<file path="src/common/unpack_settings.svh">
`ifndef UNPACK_SETTINGS_SVH
`define UNPACK_SETTINGS_SVH

// ----------------------------------------------------------
// Link geometry
// ----------------------------------------------------------
`define ANT_NUM         4
`define LANE_W          16

// Block-float sample widths
`define CPRS_W          7
`define IQ_W            16
`define EXP_W           4
`define SHIFT_W         4

// Seven 16-bit words carry eight 14-bit samples per lane
`define WORDS_PER_GROUP 7

// ----------------------------------------------------------
// Symbol geometry
// ----------------------------------------------------------
`define RE_PER_PRB      12
`define PRB_PER_SYMBOL  132
`define RE_PER_SYMBOL   1584

`endif
</file>
<file path="src/common/unpack_pkg.sv">
`default_nettype none

`include "unpack_settings.svh"

package unpack_pkg;

    // One antenna lane of an input word, lane 0 in the low bits
    typedef logic [`LANE_W-1:0]            lane_t;
    typedef lane_t [`ANT_NUM-1:0]          lanes_t;

    // Packed sample, I above Q
    typedef logic [2*`CPRS_W-1:0]          packed_smp_t;
    typedef packed_smp_t [`ANT_NUM-1:0]    packed_smps_t;

    // Expanded samples
    typedef logic signed [`IQ_W-1:0]       iq_t;
    typedef iq_t [`ANT_NUM-1:0]            iqs_t;

    typedef logic [`EXP_W-1:0]             exp_t;
    typedef exp_t [`ANT_NUM-1:0]           exps_t;
    typedef logic [`SHIFT_W-1:0]           shift_t;
    typedef shift_t [`ANT_NUM-1:0]         shifts_t;

    typedef logic [$clog2(`PRB_PER_SYMBOL)-1:0] prb_t;
    typedef logic [$clog2(`RE_PER_SYMBOL)-1:0]  re_addr_t;

    // Word position inside a packing group, PH7 is the flush cycle
    typedef enum logic [2:0] {PH0, PH1, PH2, PH3, PH4, PH5, PH6, PH7} unpack_phase_e;

endpackage

`default_nettype wire

</file>
<file path="src/common/iq_stage_if.sv">
`timescale 1ns/1ns
`default_nettype none

// Expanded samples from the expander to the rescaler
interface iq_stage_if;
    import unpack_pkg::*;

    logic     vld;
    iqs_t     i_data;
    iqs_t     q_data;
    re_addr_t re_addr;
    // High only with the last RE of a symbol
    logic     last;

    modport source (
        output vld,
        output i_data,
        output q_data,
        output re_addr,
        output last
    );

    modport sink (
        input  vld,
        input  i_data,
        input  q_data,
        input  re_addr,
        input  last
    );

endinterface

`default_nettype wire

</file>
<file path="src/rtl/cpri_iq_unpack.sv">
`timescale 1ns/1ns
`default_nettype none

module cpri_iq_unpack (
    input  logic                   i_clk,
    input  logic                   i_reset,

    // Packed word stream
    input  unpack_pkg::lanes_t     i_lane_data,
    input  logic                   i_lane_vld,
    output logic                   o_lane_ready,

    // Exponent table writes, one PRB at a time
    input  logic                   i_exp_wr,
    input  unpack_pkg::prb_t       i_exp_prb,
    input  unpack_pkg::exps_t      i_exp_data,

    input  unpack_pkg::shifts_t    i_fft_shift,

    // Rescaled RE stream
    output logic                   o_iq_vld,
    output unpack_pkg::iqs_t       o_iq_i,
    output unpack_pkg::iqs_t       o_iq_q,
    output unpack_pkg::re_addr_t   o_re_addr,
    output logic                   o_iq_last
);
    import unpack_pkg::*;

    logic         smp_vld;
    packed_smps_t smp_data;

    iq_stage_if stage_if ();

    lane_unpacker lane_unpacker_inst (
        .i_clk        (i_clk),
        .i_reset      (i_reset),
        .i_lane_data  (i_lane_data),
        .i_lane_vld   (i_lane_vld),
        .o_lane_ready (o_lane_ready),
        .o_smp_vld    (smp_vld),
        .o_smp_data   (smp_data)
    );

    prb_expander prb_expander_inst (
        .i_clk      (i_clk),
        .i_reset    (i_reset),
        .i_smp_vld  (smp_vld),
        .i_smp_data (smp_data),
        .i_exp_wr   (i_exp_wr),
        .i_exp_prb  (i_exp_prb),
        .i_exp_data (i_exp_data),
        .o_stage    (stage_if.source)
    );

    fft_rescaler fft_rescaler_inst (
        .i_clk       (i_clk),
        .i_reset     (i_reset),
        .i_stage     (stage_if.sink),
        .i_fft_shift (i_fft_shift),
        .o_iq_vld    (o_iq_vld),
        .o_iq_i      (o_iq_i),
        .o_iq_q      (o_iq_q),
        .o_re_addr   (o_re_addr),
        .o_iq_last   (o_iq_last)
    );

endmodule

`default_nettype wire

</file>
<file path="src/rtl/fft_rescaler.sv">
`timescale 1ns/1ns
`default_nettype none

`include "unpack_settings.svh"

module fft_rescaler (
    input  logic                       i_clk,
    input  logic                       i_reset,
    iq_stage_if.sink                   i_stage,
    input  unpack_pkg::shifts_t        i_fft_shift,
    output logic                       o_iq_vld,
    output unpack_pkg::iqs_t           o_iq_i,
    output unpack_pkg::iqs_t           o_iq_q,
    output unpack_pkg::re_addr_t       o_re_addr,
    output logic                       o_iq_last
);
    import unpack_pkg::*;

    // ----------------------------------------------------------
    // Strobes
    // ----------------------------------------------------------
    always_ff @(posedge i_clk) begin
        if (i_reset) begin
            o_iq_vld  <= 1'b0;
            o_iq_last <= 1'b0;
        end else begin
            o_iq_vld  <= i_stage.vld;
            o_iq_last <= i_stage.vld && i_stage.last;
        end
    end

    // ----------------------------------------------------------
    // FFT gain, arithmetic right shift per antenna
    // ----------------------------------------------------------
    always_ff @(posedge i_clk) begin
        if (i_stage.vld) begin
            o_re_addr <= i_stage.re_addr;
            for (int a = 0; a < `ANT_NUM; a++) begin
                o_iq_i[a] <= $signed(i_stage.i_data[a]) >>> i_fft_shift[a];
                o_iq_q[a] <= $signed(i_stage.q_data[a]) >>> i_fft_shift[a];
            end
        end
    end

    // Last comes with a valid strobe on the final RE of the symbol
    a_last_vld : assert property (@(posedge i_clk) disable iff (i_reset)
        o_iq_last |-> o_iq_vld && o_re_addr == `RE_PER_SYMBOL - 1);

endmodule

`default_nettype wire

</file>
<file path="src/rtl/prb_expander.sv">
`timescale 1ns/1ns
`default_nettype none

`include "unpack_settings.svh"

module prb_expander (
    input  logic                       i_clk,
    input  logic                       i_reset,
    input  logic                       i_smp_vld,
    input  unpack_pkg::packed_smps_t   i_smp_data,
    input  logic                       i_exp_wr,
    input  unpack_pkg::prb_t           i_exp_prb,
    input  unpack_pkg::exps_t          i_exp_data,
    iq_stage_if.source                 o_stage
);
    import unpack_pkg::*;

    exps_t    exp_tab [`PRB_PER_SYMBOL];
    exps_t    cur_exp;
    logic [3:0] re_in_prb;
    prb_t     prb_cnt;
    re_addr_t re_cnt;

    // Sign extend, then scale up by the PRB exponent
    function automatic iq_t expand_bfp(input logic [`CPRS_W-1:0] v, input exp_t e);
        iq_t ext;
        ext = {{(`IQ_W - `CPRS_W){v[`CPRS_W-1]}}, v};
        return ext << e;
    endfunction

    // ----------------------------------------------------------
    // Exponent table
    // ----------------------------------------------------------
    always_ff @(posedge i_clk) begin
        if (i_exp_wr) begin
            exp_tab[i_exp_prb] <= i_exp_data;
        end
    end

    assign cur_exp = exp_tab[prb_cnt];

    // ----------------------------------------------------------
    // RE and PRB counters
    // ----------------------------------------------------------
    always_ff @(posedge i_clk) begin
        if (i_reset) begin
            re_in_prb    <= '0;
            prb_cnt      <= '0;
            re_cnt       <= '0;
            o_stage.vld  <= 1'b0;
            o_stage.last <= 1'b0;
        end else begin
            o_stage.vld  <= i_smp_vld;
            o_stage.last <= i_smp_vld && (re_cnt == `RE_PER_SYMBOL - 1);
            if (i_smp_vld) begin
                if (re_in_prb == `RE_PER_PRB - 1) begin
                    re_in_prb <= '0;
                    prb_cnt   <= (prb_cnt == `PRB_PER_SYMBOL - 1) ? '0 : prb_cnt + 8'd1;
                end else begin
                    re_in_prb <= re_in_prb + 4'd1;
                end
                re_cnt <= (re_cnt == `RE_PER_SYMBOL - 1) ? '0 : re_cnt + 11'd1;
            end
        end
    end

    // Expansion, I from the upper half
    always_ff @(posedge i_clk) begin
        if (i_smp_vld) begin
            o_stage.re_addr <= re_cnt;
            for (int a = 0; a < `ANT_NUM; a++) begin
                o_stage.i_data[a] <= expand_bfp(i_smp_data[a][2*`CPRS_W-1 -: `CPRS_W], cur_exp[a]);
                o_stage.q_data[a] <= expand_bfp(i_smp_data[a][`CPRS_W-1:0], cur_exp[a]);
            end
        end
    end

    // Address in range and in step with the PRB counters
    a_re_addr : assert property (@(posedge i_clk) disable iff (i_reset)
        re_cnt < `RE_PER_SYMBOL && re_cnt == prb_cnt * `RE_PER_PRB + re_in_prb);

endmodule

`default_nettype wire

</file>
<file path="src/rtl/lane_unpacker.sv">
`timescale 1ns/1ns
`default_nettype none

`include "unpack_settings.svh"

module lane_unpacker (
    input  logic                       i_clk,
    input  logic                       i_reset,
    input  unpack_pkg::lanes_t         i_lane_data,
    input  logic                       i_lane_vld,
    output logic                       o_lane_ready,
    output logic                       o_smp_vld,
    output unpack_pkg::packed_smps_t   o_smp_data
);
    import unpack_pkg::*;

    localparam int unsigned SMP_W      = 2 * `CPRS_W;
    // Bits each word runs ahead of the sample grid
    localparam int unsigned SPARE_W    = `LANE_W - SMP_W;
    localparam int unsigned SHIFT_BITS = $clog2(2 * `LANE_W);
    localparam int unsigned LAST_WORD  = `WORDS_PER_GROUP - 1;

    unpack_phase_e         phase;
    lanes_t                prev_word;
    logic                  accept;
    logic [SHIFT_BITS-1:0] win_shift;

    // Stall one cycle per group to flush sample 7
    assign o_lane_ready = (phase != PH7);
    assign accept       = i_lane_vld && o_lane_ready;

    // Offset of the sample inside {current, previous}
    // PH7 reads the previous word only
    assign win_shift = SHIFT_BITS'(`LANE_W - SPARE_W * phase);

    // ----------------------------------------------------------
    // Phase FSM
    // ----------------------------------------------------------
    always_ff @(posedge i_clk) begin
        if (i_reset) begin
            phase     <= PH0;
            o_smp_vld <= 1'b0;
        end else begin
            o_smp_vld <= accept || (phase == PH7);
            if (phase == PH7) begin
                phase <= PH0;
            end else if (accept) begin
                phase <= unpack_phase_e'(phase + 3'd1);
            end
        end
    end

    // ----------------------------------------------------------
    // Sample extraction
    // ----------------------------------------------------------
    always_ff @(posedge i_clk) begin
        if (accept) begin
            prev_word <= i_lane_data;
        end
        if (accept || phase == PH7) begin
            for (int a = 0; a < `ANT_NUM; a++) begin
                o_smp_data[a] <= SMP_W'({i_lane_data[a], prev_word[a]} >> win_shift);
            end
        end
    end

    // Ready drops for one cycle after the seventh word of a group
    a_ready_gap : assert property (@(posedge i_clk) disable iff (i_reset)
        accept && phase == unpack_phase_e'(LAST_WORD) |=> !o_lane_ready ##1 o_lane_ready);

    // The flush cycle emits the top of word 6 and restarts the group
    for (genvar a = 0; a < `ANT_NUM; a++) begin : g_flush_chk
        a_ph7_flush : assert property (@(posedge i_clk) disable iff (i_reset)
            phase == PH7 |=> phase == PH0
                && o_smp_data[a] == prev_word[a][`LANE_W-1 -: SMP_W]);
    end

endmodule

`default_nettype wire

</file>
<file path="config.mk">
export PLATFORM = sky130hd
export DESIGN_NAME = cpri_iq_unpack
export DESIGN_NICKNAME = d
export VERILOG_FILES = /design/src/common/unpack_pkg.sv /design/src/common/iq_stage_if.sv /design/src/rtl/cpri_iq_unpack.sv /design/src/rtl/fft_rescaler.sv /design/src/rtl/prb_expander.sv /design/src/rtl/lane_unpacker.sv
export VERILOG_INCLUDE_DIRS = /design/src /design/src/common
export SDC_FILE = /design/constraint.sdc
export NUM_CORES = 2
export LEC_CHECK = 0
export BUFFER_PORTS_ARGS = -buffer_cell sky130_fd_sc_hd__clkbuf_2
export CAP_MARGIN = 20
export CORE_MARGIN = 3
export CORE_UTILIZATION = 56
export CTS_BUF_LIST = sky130_fd_sc_hd__clkbuf_4 sky130_fd_sc_hd__clkbuf_8
export CTS_CLUSTER_DIAMETER = 60
export DETAILED_ROUTE_END_ITERATION = 16
export PLACE_DENSITY = 0.73
export SLEW_MARGIN = 15
export SYNTH_ARGS = -nofsm -noshare
export SYNTH_HDL_FRONTEND = slang
export SYNTH_SLANG_ARGS = --single-unit
</file>
<file path="constraint.sdc">
create_clock -name i_clk -period 7.43 [get_ports i_clk]
set_clock_uncertainty 0.2 [all_clocks]
set_input_delay 0.3715 -clock i_clk [delete_from_list [all_inputs] [get_ports i_clk]]
set_output_delay 0.3715 -clock i_clk [all_outputs]
set_load 0.1 [all_outputs]
</file>
==> flow_summary_export.csv <==
group,metric,value,unit
cells_and_area,post_route_cells_drive_above_1_share,0.268,
cts,number_of_post_cts_setup_repair_buffers,0,
worst_setup_path,crit_type,"reg -> reg",
global_routing,grt_util_met2,0.445,
cells_and_area,multi_input_area,29900,µm²
cts,htreeDepth,5,
floorplan,floorplan.die.height,446,µm
synth,synth_largest_type_area_fraction,0.696,
worst_setup_path,crit_fanout,50,
synth,ys_seq_elements,2549,
synth,seq_area_frac_synth,0.703,
global_routing,global_route.peak_usage_layer,"met2",
routing,route.detailed.wl_per_inst,29.8,µm
sta,layout_worst_path_cycle_share,0.816,
power,cellLeakagePower,0.0396,µW
global_routing,grt_pass1_wl,417000,µm
global_routing,via_count_of_the_first_global_routing_pass,61500,
routing,viasPerCell,6.51,
sta,max_freq,165,MHz
run,max_cap_violations,0,
outcome,run_status,"complete, no violations",
cts,cts.reportedPaths.clkPinSlew,0.06,ns
cells_and_area,final_common_cell,"sky130_fd_sc_hd__edfxtp_1",
cts,ctsResizeCount,0,
routing,route.vias.total,62500,
power,power.share.clock,0.389,
floorplan,row_count,160,
routing,ant_nets,0,
cts,cts_tree,"done",
sta,setup-violations-final,0,
global_routing,global_route.overflow_total,0,
cells_and_area,syn2layout_area_growth,13.0,%
cells_and_area,fin_cells,9611,
synth,ys_dominant_reg_cell,"sky130_fd_sc_hd__edfxtp_1",
global_routing,routing_usage_on_met1,0.385,
synth,synth-warning-count,0,
cts,cts_root_buf,"sky130_fd_sc_hd__clkbuf_8",
global_routing,grt_use_met3,0.0632,
routing,initialDrtViolationCount,7461,
global_routing,maximum_number_of_pins_on_one_net_before_global_route_repair,105,
synth,postSynthAreaPerCell,17.9,µm²
cells_and_area,area.sequential,76200,µm²
worst_hold_path,hold_path.class,"in -> reg",
power,power.ir.vdd_worst,0.301,mV
routing,drc,0,
power,pwr_dens,243,nW/µm²
cts,clockBufferDepth,4,
worst_setup_path,required,8.06,ns
power,switchingPower,6740,µW
floorplan,die-area,199000,µm²
sta,max_slew_margin,0.217,
worst_setup_path,max_stage_delay,1.01,ns
placed_design,finalWeightedCongestion,0.917,
placed_design,hpwl,179000,µm
cells_and_area,layout.nets,6882,
worst_setup_path,arrival,6.69,ns
routing,wirelength,286000,µm
worst_setup_path,critPathMostFrequentCell,"sky130_fd_sc_hd__mux2_2",
cells_and_area,num-fill-cells,12900,
routing,drt_pass1_iterations,6,
placed_design,placed_cells_incl_taps,8687,
synth,netlist_area,108000,µm²
worst_setup_path,worstPathCellList,"buf_4 > mux4_2 > mux2_2 > nor2_1 > o21ai_0 > nand4_2 > nand2_2 > mux2i_1 > mux2_2 > a221oi_1",
sta,tns,0,ns
synth,yosysTopAreaCell,"sky130_fd_sc_hd__edfxtp_1",
power,power.internal,22900,µW
sta,rsz0062_at_grt,"no",
floorplan,die_x,446,µm
worst_setup_path,crit_path_end_kind,"register",
synth,post_synth_num_cell_types,107,
cts,clock_buffer_count_from_cts,409,
global_routing,grt.total_usage,0.287,
synth,synth_nets,6176,
placed_design,buffer_ports.inserted,249,
synth,netlist_instances,6062,
global_routing,antenna_found_initial,30,
sta,worst_pin_slew,1.17,ns
sta,final_hold_viol_count,0,
synth,async_reset_ff_frac,0,
worst_setup_path,critical-path-slowest-cell,"sky130_fd_sc_hd__dfxtp_4",
cells_and_area,mostFrequentLayoutCells,"2,510 x sky130_fd_sc_hd__edfxtp_1, 552 x sky130_fd_sc_hd__mux4_2, 491 x sky130_fd_sc_hd__mux2i_1",
sta,min_period,6.06,ns
sta,final_number_of_max_transition_violations,0,
power,power.sequential.fraction,0.547,
power,power.switching_fraction,0.227,
worst_setup_path,crit_path_start_kind,"register",
power,combPwrFrac,0.064,
cts,numClockSinks,2549,
floorplan,initial_core_util,0.566,
floorplan,pin_count,250,
cts,insertion_delay,1.11,ns
synth,synth-edff-count,2510,
cts,cts-hold-fix-buffers,177,
floorplan,placeableCoreArea,191000,µm²
synth,synth.top_cells.by_area,"sky130_fd_sc_hd__edfxtp_1 70%, sky130_fd_sc_hd__mux4_2 11%, sky130_fd_sc_hd__mux2i_1 4.5%, sky130_fd_sc_hd__mux2_2 1.5%, sky130_fd_sc_hd__nor2_1 1.4%",
==> per-stage QoR <==
stage | area [µm²] | power [µW] | hold slack, ns | utilization | setup WS [ns]
finish | 122000 | 29700 | 0.105 | 0.640 | 1.37
global route | 122000 | 30600 | 0.0581 | 0.640 | 1.41
CTS | 122000 | 29800 | 0.00504 | 0.639 | 1.52
detailed placement | 113000 | 18300 | 0.205 | 0.590 | 1.59
global placement | 113000 | 18300 | 0.200 | 0.589 | 1.58
floorplan | 108000 | 17700 | 0.200 | - | 2.07
==> power groups by stage <==
stage / Combinational [µW] / Clock (µW) / Sequential (µW)
after detailed placement: 1790 / 0 / 16500
after CTS: 1880 / 11700 / 16200
final: 1910 / 11500 / 16200
after global routing: 2040 / 12400 / 16200
after floorplan: 1050 / 0 / 16600
after global placement: 1760 / 0 / 16500
==> sequential cells by signal, summed over array words and instances, names as in the netlist, 3 cells and up, named ones only <==
register and cells:
prb_expander_inst.prb_cnt 8, prb_expander_inst.o_stage.q_data 64, lane_unpacker_inst.prev_word 64, fft_rescaler_inst.o_re_addr 11
fft_rescaler_inst.o_iq_i 64, lane_unpacker_inst.phase 3, prb_expander_inst.re_cnt 11, prb_expander_inst.o_stage.re_addr 11
prb_expander_inst.re_in_prb 4, lane_unpacker_inst.o_smp_data 56, prb_expander_inst.exp_tab 2112, fft_rescaler_inst.o_iq_q 64
prb_expander_inst.o_stage.i_data 64
==> logic make-up (layout without fill, tap and decap cells) <==
logic type | Yosys count | after routing | share of synthesized area
other | 0 | 29 | 0
AO/OA/AOI/OAI | 853 | 853 | 0.0527
flip-flops | 2549 | 2549 | 0.703
XOR/XNOR | 20 | 20 | 0.00162
adder cells (fa/ha/maj) | 6 | 6 | 0.000693
multiplexers | 1194 | 1194 | 0.177
buffers and inverters | 429 | 1438 | 0.0220
AND/OR/NAND/NOR | 1011 | 1011 | 0.0430
==> cell type report <==
cell class	instances	share of cell area
tap	2511	0.0257
clock inverter	155	0.00734
multi-input combinational	3084	0.244
clock buffer	559	0.0561
inverter	42	0.00129
antenna	29	0.000593
timing repair buffer	682	0.0423
sequential	2549	0.623
==> worst max-delay path, delay by kind of cell (launching register included) <==
| kind | cells | cell delay, ns |
|---|---|---|
| AND/OR/NAND/NOR | 3 | 1.44 |
| AO/OA/AOI/OAI | 2 | 1.20 |
| multiplexers | 4 | 1.19 |
| flip-flops | 1 | 1.01 |
| buffers and inverters | 1 | 0.62 |
==> per-layer routing <==
layer	up-vias	share of wire
met1	31700	0.37
met3	764	0.10
met4	10	0.056
met5	-	0.00024
li1	26200	-
met2	3833	0.47
==> Yosys cell counts, types with 47 or more instances <==
cell	number
sky130_fd_sc_hd__buf_4	61
sky130_fd_sc_hd__nand3_1	54
sky130_fd_sc_hd__a22oi_1	84
sky130_fd_sc_hd__buf_2	71
sky130_fd_sc_hd__a21oi_1	236
sky130_fd_sc_hd__clkbuf_1	159
sky130_fd_sc_hd__nor2b_1	51
sky130_fd_sc_hd__o21ai_0	106
sky130_fd_sc_hd__a211oi_1	75
sky130_fd_sc_hd__buf_1	47
sky130_fd_sc_hd__edfxtp_1	2510
sky130_fd_sc_hd__mux4_2	552
sky130_fd_sc_hd__mux2_2	143
sky130_fd_sc_hd__mux2i_1	491
sky130_fd_sc_hd__nor2_1	395
sky130_fd_sc_hd__nand2_1	270
sky130_fd_sc_hd__nor3_1	50
sky130_fd_sc_hd__a31oi_1	47
sky130_fd_sc_hd__o22ai_1	84
==> path summary, 6_finish.rpt <==
| kind | startpoint | end | slack (ns) | cells after the start |
|---|---|---|---|---|
| max | register | prb_expander_inst.o_stage.i_data[15] | 1.37 | 10 |
| min reg2reg | prb_expander_inst.o_stage.re_addr[2] | fft_rescaler_inst.o_re_addr[2] | 0.21 | 0 |
| max reg2reg | register | prb_expander_inst.o_stage.i_data[15] | 1.37 | 10 |
| min | i_reset | prb_expander_inst.o_stage.vld | 0.10 | 3 |
Power figures use the tool's default switching activity.
